$ cat config.mk
export PLATFORM = sky130hd
export DESIGN_NAME = soc_top
export DESIGN_NICKNAME = d
export VERILOG_FILES = /design/src/core_pkg.sv /design/src/mem_bus_if.sv /design/src/core.sv /design/src/decoder.sv /design/src/execute.sv /design/src/mem_arbiter.sv /design/src/regfile.sv /design/src/soc_top.sv
export SDC_FILE = /design/constraint.sdc
export NUM_CORES = 2
export LEC_CHECK = 0
export BUFFER_PORTS_ARGS = -buffer_cell sky130_fd_sc_hd__buf_2
export CAP_MARGIN = 30
export CORE_MARGIN = 4
export CORE_UTILIZATION = 30
export DETAILED_ROUTE_END_ITERATION = 7
export GPL_ROUTABILITY_DRIVEN = 1
export PLACE_DENSITY = 0.53
export SLEW_MARGIN = 20
export SYNTH_ARGS = -nofsm -noshare
export SYNTH_HDL_FRONTEND = slang
export SYNTH_SLANG_ARGS = --single-unit
$ cat constraint.sdc
create_clock -name clk -period 35.2 [get_ports clk]
set_clock_uncertainty 0.1 [all_clocks]
set_input_delay 8.8 -clock clk [delete_from_list [all_inputs] [get_ports clk]]
set_output_delay 8.8 -clock clk [all_outputs]
set_load 0.02 [all_outputs]
$ cat src/core_pkg.sv
package core_pkg;

	typedef logic [63:0] word_t;
	typedef logic [63:0] addr_t;
	typedef logic [4:0]  reg_idx_t;

	typedef enum logic [6:0] {
		op_imm = 7'b0010011,
		op     = 7'b0110011,
		lui    = 7'b0110111,
		load   = 7'b0000011,
		store  = 7'b0100011
	} opcode_e;

	typedef enum logic [2:0] {
		alu_add,
		alu_sub,
		alu_and,
		alu_or,
		alu_xor,
		alu_pass_b
	} alu_op_e;

	typedef struct packed {
		logic [6:0] funct7;
		reg_idx_t   rs2;
		reg_idx_t   rs1;
		logic [2:0] funct3;
		reg_idx_t   rd;
		opcode_e    opcode;
	} r_fields_t;

	// imm_lo sits where rd is in the R view
	typedef struct packed {
		logic [6:0] imm_hi;
		reg_idx_t   rs2;
		reg_idx_t   rs1;
		logic [2:0] funct3;
		logic [4:0] imm_lo;
		opcode_e    opcode;
	} is_fields_t;

	typedef union packed {
		r_fields_t  r;
		is_fields_t i;
	} instr_t;

	typedef struct packed {
		logic    regwrite;
		logic    memread;
		logic    memwrite;
		logic    alu_src_imm;
		alu_op_e alu_op;
	} ctl_t;

	typedef struct packed {
		logic     valid;
		addr_t    pc;
		ctl_t     ctl;
		reg_idx_t dst;
		word_t    rs1_val;
		word_t    rs2_val;
		word_t    imm;
	} dec_data_t;

	typedef struct packed {
		logic     valid;
		addr_t    pc;
		ctl_t     ctl;
		reg_idx_t dst;
		word_t    result;    // ALU out or memory address
		word_t    store_data;
	} ex_data_t;

	typedef struct packed {
		logic     valid;
		addr_t    pc;
		logic     regwrite;
		reg_idx_t dst;
		word_t    wdata;
	} wb_data_t;

endpackage

$ cat src/mem_bus_if.sv
interface mem_bus_if;
	import core_pkg::*;

	logic  req;     // Level, held until ready
	logic  we;
	addr_t addr;    // 8-byte aligned
	word_t wdata;
	word_t rdata;   // Valid with ready
	logic  ready;   // One-cycle pulse

	modport master (
		output req, we, addr, wdata,
		input  rdata, ready
	);

	modport slave (
		input  req, we, addr, wdata,
		output rdata, ready
	);

endinterface

$ cat src/core.sv
module core #(
	parameter core_pkg::addr_t reset_pc = 64'h8000_0000
) (
	input  logic               clk,
	input  logic               reset,
	mem_bus_if.master          ibus,
	mem_bus_if.master          dbus,
	output logic               commit_valid,
	output core_pkg::addr_t    commit_pc,
	output logic               commit_regwrite,
	output core_pkg::reg_idx_t commit_dst,
	output core_pkg::word_t    commit_data
);
	import core_pkg::*;

	addr_t       pc;
	logic        fetch_on;
	logic        i_done, d_done;
	logic        fetch_ok, mem_ok, mem_access, advance;
	logic [31:0] fetch_word, ibuf;
	word_t       load_q, load_val;
	logic        f_valid;
	addr_t       f_pc;
	instr_t      f_instr;
	dec_data_t   dec_next, d_reg;
	ex_data_t    ex_next, e_reg;
	wb_data_t    wb_next, w_reg;

	// ==============================
	// Fetch port
	// ==============================
	assign ibus.req   = fetch_on && !i_done;
	assign ibus.we    = 1'b0;
	assign ibus.addr  = {pc[63:3], 3'b000};
	assign ibus.wdata = '0;

	assign fetch_word = i_done ? ibuf : (pc[2] ? ibus.rdata[63:32] : ibus.rdata[31:0]);
	assign fetch_ok   = i_done || ibus.ready;

	// ==============================
	// Data port, memory stage
	// ==============================
	assign mem_access = e_reg.valid && (e_reg.ctl.memread || e_reg.ctl.memwrite);
	assign dbus.req   = mem_access && !d_done;
	assign dbus.we    = e_reg.ctl.memwrite;
	assign dbus.addr  = {e_reg.result[63:3], 3'b000};
	assign dbus.wdata = e_reg.store_data;

	assign mem_ok   = !mem_access || d_done || dbus.ready;
	assign load_val = d_done ? load_q : dbus.rdata;

	assign advance = fetch_ok && mem_ok; // Whole pipe moves together

	always_ff @(posedge clk) begin
		if (reset) begin
			pc <= reset_pc;
			fetch_on <= 1'b0;
			i_done <= 1'b0;
			d_done <= 1'b0;
		end else begin
			fetch_on <= 1'b1;
			if (advance) begin
				pc <= pc + 64'd4;
				i_done <= 1'b0;
				d_done <= 1'b0;
			end else begin
				if (ibus.ready)
					i_done <= 1'b1; // Fetch finished early, park it
				if (dbus.ready)
					d_done <= 1'b1;
			end
		end
	end

	always_ff @(posedge clk) begin
		if (ibus.ready)
			ibuf <= fetch_word;
		if (dbus.ready)
			load_q <= dbus.rdata;
	end

	// ==============================
	// Stage registers
	// ==============================
	decoder i_decoder (
		.clk,
		.reset,
		.instr (f_instr),
		.pc    (f_pc),
		.valid (f_valid),
		.wen   (commit_valid && w_reg.regwrite),
		.wa    (w_reg.dst),
		.wd    (w_reg.wdata),
		.dec   (dec_next)
	);

	execute i_execute (
		.dec (d_reg),
		.ex  (ex_next)
	);

	assign wb_next = '{
		valid:    e_reg.valid,
		pc:       e_reg.pc,
		regwrite: e_reg.ctl.regwrite,
		dst:      e_reg.dst,
		wdata:    e_reg.ctl.memread ? load_val : e_reg.result
	};

	always_ff @(posedge clk) begin
		if (reset) begin
			f_valid <= 1'b0;
			d_reg.valid <= 1'b0;
			e_reg.valid <= 1'b0;
			w_reg.valid <= 1'b0;
		end else if (advance) begin
			f_valid <= 1'b1;
			f_pc <= pc;
			f_instr <= fetch_word;
			d_reg <= dec_next;
			e_reg <= ex_next;
			w_reg <= wb_next;
		end
	end

	// Retire as the writeback slot is vacated
	assign commit_valid    = advance && w_reg.valid;
	assign commit_pc       = w_reg.pc;
	assign commit_regwrite = w_reg.regwrite;
	assign commit_dst      = w_reg.dst;
	assign commit_data     = w_reg.wdata;

endmodule

$ cat src/decoder.sv
module decoder (
	input  logic                clk,
	input  logic                reset,
	input  core_pkg::instr_t    instr,
	input  core_pkg::addr_t     pc,
	input  logic                valid,
	input  logic                wen,
	input  core_pkg::reg_idx_t  wa,
	input  core_pkg::word_t     wd,
	output core_pkg::dec_data_t dec
);
	import core_pkg::*;

	word_t   rs1_val, rs2_val;
	word_t   i_imm, s_imm, u_imm;
	alu_op_e f3_op;
	logic    f3_ok;
	logic    known;

	regfile i_regfile (
		.clk,
		.reset,
		.ra1 (instr.r.rs1),
		.ra2 (instr.r.rs2),
		.rd1 (rs1_val),
		.rd2 (rs2_val),
		.wen,
		.wa,
		.wd
	);

	assign i_imm = {{52{instr.i.imm_hi[6]}}, instr.i.imm_hi, instr.i.rs2};
	assign s_imm = {{52{instr.i.imm_hi[6]}}, instr.i.imm_hi, instr.i.imm_lo};
	assign u_imm = {{32{instr.i.imm_hi[6]}}, instr.i.imm_hi, instr.i.rs2,
		instr.i.rs1, instr.i.funct3, 12'h000};

	always_comb begin
		f3_ok = 1'b1;
		case (instr.r.funct3)
			3'b000: f3_op = (instr.r.opcode == op && instr.r.funct7[5]) ? alu_sub : alu_add;
			3'b100: f3_op = alu_xor;
			3'b110: f3_op = alu_or;
			3'b111: f3_op = alu_and;
			default: begin
				f3_op = alu_add;
				f3_ok = 1'b0;
			end
		endcase
	end

	always_comb begin
		dec = '0;
		known = 1'b1;
		dec.pc = pc;
		dec.dst = instr.r.rd;
		dec.rs1_val = rs1_val;
		dec.rs2_val = rs2_val;
		case (instr.r.opcode)
			op_imm: begin
				dec.ctl = '{1'b1, 1'b0, 1'b0, 1'b1, f3_op};
				dec.imm = i_imm;
				known = f3_ok;
			end
			op: begin
				dec.ctl = '{1'b1, 1'b0, 1'b0, 1'b0, f3_op};
				known = f3_ok;
			end
			lui: begin
				dec.ctl = '{1'b1, 1'b0, 1'b0, 1'b1, alu_pass_b};
				dec.imm = u_imm;
			end
			load: begin
				dec.ctl = '{1'b1, 1'b1, 1'b0, 1'b1, alu_add};
				dec.imm = i_imm;
				known = (instr.r.funct3 == 3'b011); // ld only
			end
			store: begin
				dec.ctl = '{1'b0, 1'b0, 1'b1, 1'b1, alu_add};
				dec.imm = s_imm;
				known = (instr.r.funct3 == 3'b011); // sd only
			end
			default: known = 1'b0;
		endcase
		dec.valid = valid && known;
	end

endmodule

$ cat src/execute.sv
module execute (
	input  core_pkg::dec_data_t dec,
	output core_pkg::ex_data_t  ex
);
	import core_pkg::*;

	word_t opnd_b;
	word_t alu_out;

	assign opnd_b = dec.ctl.alu_src_imm ? dec.imm : dec.rs2_val;

	// Loads and stores use alu_add for the address
	always_comb begin
		case (dec.ctl.alu_op)
			alu_add:    alu_out = dec.rs1_val + opnd_b;
			alu_sub:    alu_out = dec.rs1_val - opnd_b;
			alu_and:    alu_out = dec.rs1_val & opnd_b;
			alu_or:     alu_out = dec.rs1_val | opnd_b;
			alu_xor:    alu_out = dec.rs1_val ^ opnd_b;
			alu_pass_b: alu_out = opnd_b;   // lui
			default:    alu_out = '0;
		endcase
	end

	assign ex = '{
		valid:      dec.valid,
		pc:         dec.pc,
		ctl:        dec.ctl,
		dst:        dec.dst,
		result:     alu_out,
		store_data: dec.rs2_val
	};

endmodule

$ cat src/mem_arbiter.sv
module mem_arbiter (
	input  logic            clk,
	input  logic            reset,
	mem_bus_if.slave        ibus,
	mem_bus_if.slave        dbus,
	output logic            mem_req,
	output logic            mem_we,
	output core_pkg::addr_t mem_addr,
	output core_pkg::word_t mem_wdata,
	input  core_pkg::word_t mem_rdata,
	input  logic            mem_ready
);

	logic busy;
	logic owner_d;  // 1 = data port holds the bus
	logic sel_d;

	// Data wins when idle
	assign sel_d = busy ? owner_d : dbus.req;

	assign mem_req   = sel_d ? dbus.req   : ibus.req;
	assign mem_we    = sel_d ? dbus.we    : ibus.we;
	assign mem_addr  = sel_d ? dbus.addr  : ibus.addr;
	assign mem_wdata = sel_d ? dbus.wdata : ibus.wdata;

	assign dbus.ready = mem_ready && sel_d;
	assign ibus.ready = mem_ready && !sel_d;
	assign dbus.rdata = sel_d ? mem_rdata : '0;
	assign ibus.rdata = sel_d ? '0 : mem_rdata;

	always_ff @(posedge clk) begin
		if (reset) begin
			busy <= 1'b0;
			owner_d <= 1'b0;
		end else if (mem_ready) begin
			busy <= 1'b0;
		end else if (mem_req && !busy) begin
			busy <= 1'b1; // Lock grant until ready
			owner_d <= sel_d;
		end
	end

endmodule

$ cat src/regfile.sv
module regfile (
	input  logic              clk,
	input  logic              reset,
	input  core_pkg::reg_idx_t ra1,
	input  core_pkg::reg_idx_t ra2,
	output core_pkg::word_t   rd1,
	output core_pkg::word_t   rd2,
	input  logic              wen,
	input  core_pkg::reg_idx_t wa,
	input  core_pkg::word_t   wd
);
	import core_pkg::*;

	word_t regs [32];
	logic  wr_live;

	assign wr_live = wen && (wa != '0); // x0 stays zero

	always_ff @(posedge clk) begin
		if (reset) begin
			for (int k = 0; k < 32; k++) begin
				regs[k] <= '0;
			end
		end else if (wr_live) begin
			regs[wa] <= wd;
		end
	end

	// Same-cycle write bypass
	assign rd1 = (wr_live && wa == ra1) ? wd : regs[ra1];
	assign rd2 = (wr_live && wa == ra2) ? wd : regs[ra2];

endmodule

$ cat src/soc_top.sv
module soc_top #(
	parameter core_pkg::addr_t reset_pc = 64'h8000_0000
) (
	input  logic               clk,
	input  logic               reset,
	output logic               mem_req,
	output logic               mem_we,
	output core_pkg::addr_t    mem_addr,
	output core_pkg::word_t    mem_wdata,
	input  core_pkg::word_t    mem_rdata,
	input  logic               mem_ready,
	output logic               commit_valid,
	output core_pkg::addr_t    commit_pc,
	output logic               commit_regwrite,
	output core_pkg::reg_idx_t commit_dst,
	output core_pkg::word_t    commit_data
);

	mem_bus_if ibus ();
	mem_bus_if dbus ();

	core #(
		.reset_pc (reset_pc)
	) i_core (
		.clk,
		.reset,
		.ibus,
		.dbus,
		.commit_valid,
		.commit_pc,
		.commit_regwrite,
		.commit_dst,
		.commit_data
	);

	mem_arbiter i_arbiter (
		.clk,
		.reset,
		.ibus,
		.dbus,
		.mem_req,
		.mem_we,
		.mem_addr,
		.mem_wdata,
		.mem_rdata,
		.mem_ready
	);

endmodule
After elaboration in Yosys (flattened, before gate mapping)
Memories as Yosys holds them, arrays and structs flattened. A register that Yosys moved wholly into a read port is not among the register bits. Index checks and enable logic that the tools add are counted. Widths: inputs -> output; s select.

Word-level logic and storage cells: 117. Register bits: 739. Latch bits: 0. Bits of input ports: 67. Memory bits (read-only): 0. Memories: 1. Output and inout port bits: 265. Memory bits (writable): 2048.

Memory list: i_core.i_decoder.i_regfile.regs (words 32, width 64, rd ports 2, clocked after memory_dff 2, write ports 32, RTL line regfile.sv:14) `word_t regs [32];`.

Divide/modulo/power cells: 0. Reductions and logical operators: 33. Bitwise operators: 5. Mux-type cells: 28. Magnitude comparators: 0. Add/subtract/negate cells: 3. Shift-type cells: 0. Eq/ne operators: 14. Multipliers: 0.

Operators with widths (count): $mux 64 (8); $pmux 64 s6 (1); $pmux 64 s3 (1); $add 64x3->64 const B (1); $add 64x64->64 (1); $and 64x64->64 (1); $mux 32 (2); $or 64x64->64 (1); $reduce_or 64->1 (1); $sub 64x64->64 (1); $xor 64x64->64 (1); $pmux 7 s5 (1); $eq 7x6->1 const B (3); $eq 3x3->1 const B (5); $logic_and 1x1->1 (12); $mux 1 (12); $pmux 3 s4 (1); $reduce_or 2->1 (5); $eq 3x2->1 const B (3); $eq 7x2->1 const B (1); $eq 7x5->1 const B (1); $logic_not 3->1 (2); $logic_not 1->1 (5); $mux 5 (1); other kinds (7) (12).

Longest topological paths before layout
Depth after elaboration: 16. Gate-level depth with buffers: 30. Mapped depth without buffers: 22.

By module
Synthesis repeated with hierarchy kept, for this count alone.

Cell total of the unflattened synthesis: 11082. Area total of the unflattened synthesis: 155785.7 µm².

Modules (own cells, without submodules): regfile (area an instance 108901.9 µm², cells an instance 7099, instances 1); core (area an instance 31933.1 µm², cells an instance 1901, instances 1); execute (area an instance 11111.9 µm², cells an instance 1579, instances 1); mem_arbiter (area an instance 2528.7 µm², cells an instance 299, instances 1); decoder (area an instance 1310.0 µm², cells an instance 204, instances 1).

Least setup slack after synthesis
No wires, ideal clock.

Path type: input to register. Start: input port mem_ready. End: register i_core.w_reg, in the netlist i_core.commit_data[0], enable pin. Stages: 5. Path buffers: 1. Setup time: 1.107 ns. Slack: 8.136 ns. Required time: 33.993 ns. Data arrival time: 25.856 ns. Cell sequence: inv_1 > nor2_1 > a22o_1 > buf_1 > and2_1.

Word-level cells in the longest chain between the ends: 4. Elaborated cells on any way between the ends: 6.

Ends and longest elaborated chain: start, declared (RTL line soc_top.sv:11) `input logic mem_ready,`; $logic_and 1x1->1 (RTL line mem_arbiter.sv:27) `assign ibus.ready = mem_ready && !sel_d;`; named net i_arbiter.ibus.ready (RTL line mem_bus_if.sv:18) `output rdata, ready`; $logic_or 1x1->1 (RTL line core.sv:38) `assign fetch_ok = i_done || ibus.ready;`; $logic_and 1x1->1 (RTL line core.sv:52) `assign advance = fetch_ok && mem_ok;`; $reduce_and 2->1 (no source line); end signal, assigned (RTL line core.sv:122) `w_reg <= wb_next;`; end, declared (RTL line core.sv:27) `wb_data_t wb_next, w_reg;`.

The timed path passes the listed nets, and every way through them passes these cells. A chain may end at the register's enable or synchronous reset.

Worst setup path after layout
Start: input port mem_ready. End: output port commit_valid.

Word-level cells in the longest chain between the ends: 4. Elaborated cells on any way between the ends: 6.

Ends and longest elaborated chain: $logic_and 1x1->1 (RTL line mem_arbiter.sv:27); named net i_arbiter.ibus.ready (RTL line mem_bus_if.sv:18); $logic_or 1x1->1 (RTL line core.sv:38); $logic_and 1x1->1 (RTL line core.sv:52); $logic_and 1x1->1 (RTL line core.sv:127) `assign commit_valid = advance && w_reg.valid;`; end, declared (RTL line soc_top.sv:12) `output logic commit_valid,`.

The timed path passes the listed nets, and every way through them passes these cells.

==> results.py <==
metrics = {
    "global_route": {
        "antenna_found_initial": 51,
        "grt_pass1_vias": 92350,
        "grtUsageTotal_pct": 20.53,
        "grt-ovfl-total": 0,
        "grt_pass1_wl_mm": 740.2,
        "grt_start_max_net_pins": 182,
    },
    "place": {
        "portBuffers": 326,
        "hpwlAfterDp_mm": 331.5,
        "placed_area_um2": 158700,
        "gp_routability_congestion": 0.9086,
        "dpl.cell_count": 16210,
    },
    "routing": {
        "first_pass_iters": 6,
        "wl_mm": 536.1,
        "wl_per_cell_um": 31.90,
        "ant_nets": 0,
        "viasPerCell": 5.470,
        "drc_errors": 0,
        "drt_iter0_markers": 12290,
        "num_vias": 91940,
    },
    "sta": {
        "final.min_clock_period_ps": 19360,
        "hold_violations": 0,
        "max_slew.worst_pin.slew_ps": 1119,
        "setup_violations": 0,
        "final.setup.tns_ps": 0,
        "timing.final.crit_share_pct": 55.01,
        "drv_slew": 0,
        "rsz0062_at_grt": "no",
        "fmax_mhz": 51.64,
        "slew_headroom_pct": 25.41,
    },
    "critical_path": {
        "r2r-end": "i_core.dbus.addr[61]",
        "crit_arrival_ps": 10460,
        "critPathRequiredTime_ps": 26300,
        "crit_start": "mem_ready",
        "worstSetupPathType": "in -> out",
        "cp_max_fo": 14,
        "reg2reg_from": "i_core.d_reg[200]",
        "crit_top_cell": "buf_2",
        "slowest_stage": "a22o_1",
        "startpoint_type": "input port",
        "critical_path.cell_chain": "buf_2 -> inv_1 -> nor2_4 -> a22o_1 -> and2_1 -> buf_2",
        "r2r_slack_ps": 27020,
        "r2r_cells": 21,
        "slowest_delay_ps": 560,
        "critPathCaptureType": "primary output",
    },
    "logic_synthesis": {
        "syn_area_um2": 149100,
        "avgSynthCellArea_um2": 15.11,
        "synth_top_area_cell": "edfxtp_1",
        "synth_edf_count": 2802,
        "synth_flop_cell": "edfxtp_1",
        "yosysWarnings": 0,
        "synth-seq-cells": 2873,
        "synth_top_area_share_pct": 56.43,
        "yosysMostFrequentCell": "edfxtp_1",
        "synth.distinct_cells": 85,
        "synth_area_leaders": "edfxtp_1 56%, mux4_2 19%, and2_1 8.9%",
        "synth_common_cells": "2802 x edfxtp_1, 2131 x and2_1, 1280 x mux4_2, 749 x clkbuf_1, 313 x o21ai_0",
        "async_flop_share_pct": 0,
        "ys_seq_area_share_pct": 57.38,
        "synth_cells": 9866,
    },
    "clock_network": {
        "cts-root-buf": "clkbuf_16",
        "post_cts_buffers": 0,
        "clockBufferDepth": 4,
        "clkSlewWorstSetupHoldPaths_ps": 60,
        "ctsHoldBuffers": 0,
        "cts_tree": "done",
        "cts_resized": 0,
        "cts_buffers": 315,
        "htree_levels": 5,
        "clock_latency_ps": 960,
        "cts_sinks": 2873,
    },
    "die": {
        "fp.dieH_um": 713.0,
        "core_area_um2": 494500,
        "rows": 258,
        "initial_core_util_pct": 30.15,
        "pin_count": 332,
        "dieArea_um2": 508400,
        "fp.dieW_um": 713.0,
    },
    "hold_path": {
        "hold_end": "i_core.d_reg[210]",
        "worstHoldPathType": "reg -> reg",
        "hp-start": "i_core.f_pc[6]",
        "worstHoldPathCells": 0,
    },
    "layout": {
        "stdcell_area_um2": 168900,
        "syn2layout_area_growth_pct": 13.28,
        "num-fill-cells": 47250,
        "multi_input_area_um2": 59480,
        "regArea_um2": 85570,
        "stdcell_count": 16810,
        "drive_gt1_share_pct": 25.34,
        "largest_register_ffs": 2048,
        "layout.nets": 10170,
    },
    "pwr": {
        "ir_drop_v": 0.00003873,
        "p_leak_uw": 0.05952,
        "p_per_area_nw_per_um2": 49.85,
    },
    "job": {
        "cap_violations": 0,
    },
    "run_status": {
        "status": "finished, final reports clean",
    },
}
per-layer routing:
layer  vias to the layer above  track usage, %  wire (um)
met3                       933           4.151      51520
met5                         -               0         27
met2                      5023           34.00     256700
li1                      37460               -          -
met1                     48520           26.97     208500
met4                         4           6.592      19410
cell usage in the layout, fill, tap and decap left out, drive strengths merged, types with 111 or more instances in the layout:
| cell | synthesis | routed |
|---|---|---|
| mux2i | 259 | 259 |
| clkbuf | 749 | 401 |
| buf | 267 | 669 |
| mux4 | 1280 | 1280 |
| edfxtp | 2802 | 2802 |
| inv | 154 | 167 |
| and2 | 2132 | 2132 |
| clkinv | 0 | 128 |
| a21oi | 217 | 217 |
| xnor2 | 111 | 111 |
| nand2 | 291 | 291 |
| ha | 194 | 194 |
| o21ai | 318 | 318 |
| nor2 | 324 | 324 |
through the flow:
stage | hold slack (ps) | utilization (%) | setup slack [ps] | total power [uW]
after floorplan | 300.3 | - | 8136 | 4769
after global placement | 300.2 | 31.94 | 15330 | 5164
after detailed placement | 304.5 | 32.08 | 15300 | 5185
after CTS | 298.0 | 34.11 | 15270 | 8464
after global routing | 308.1 | 34.15 | 15810 | 8679
final | 301.2 | 34.16 | 15840 | 8421
worst max-delay path by stage:
| stage | to | slack, ps | cells past startpoint |
|---|---|---|---|
| 2_1_floorplan | i_core.commit_data[0] | 8140 | 5 |
| 3_3_place_gp | commit_valid | 15330 | 6 |
| 3_5_place_dp | commit_valid | 15300 | 6 |
| 4_1_cts | commit_valid | 15270 | 6 |
| 5_1_grt | commit_valid | 15810 | 6 |
| 6_report | commit_valid | 15840 | 6 |
worst max-delay path, delay by kind of cell:
family | cells | cell delay, ps
AND/OR/NAND/NOR | 2 | 610
AO/OA/AOI/OAI | 1 | 560
buffers and inverters | 3 | 480
power by group:
| part | internal [uW] | leakage, uW | switching (uW) |
|---|---|---|---|
| clock network | 1850 | 0.00489 | 1440 |
| logic | 435 | 0.0258 | 689 |
| registers | 3910 | 0.0289 | 94.1 |
| total | 6190 | 0.0595 | 2230 |
cell type report:
cell class	count	share of cell area [%]
Clock inverter	169	1.010
Inverter	154	0.3422
Sequential cell	2873	50.66
Clock buffer	398	4.925
Multi-Input combinational cell	5891	35.21
Antenna cell	21	0.03111
Tap cell	6630	4.911
Timing Repair Buffer	672	2.909
kinds of logic after synthesis:
logic type | Yosys count | share of synthesized area [%]
buf+inv | 1170 | 3.320
flops | 2873 | 57.38
compound gates | 858 | 3.500
simple gates | 2991 | 11.56
fa+ha+maj | 195 | 1.641
mux | 1600 | 21.55
xor+xnor | 178 | 1.045
other cells | 1 | 0.002515
Power figures use the tool's default switching activity.
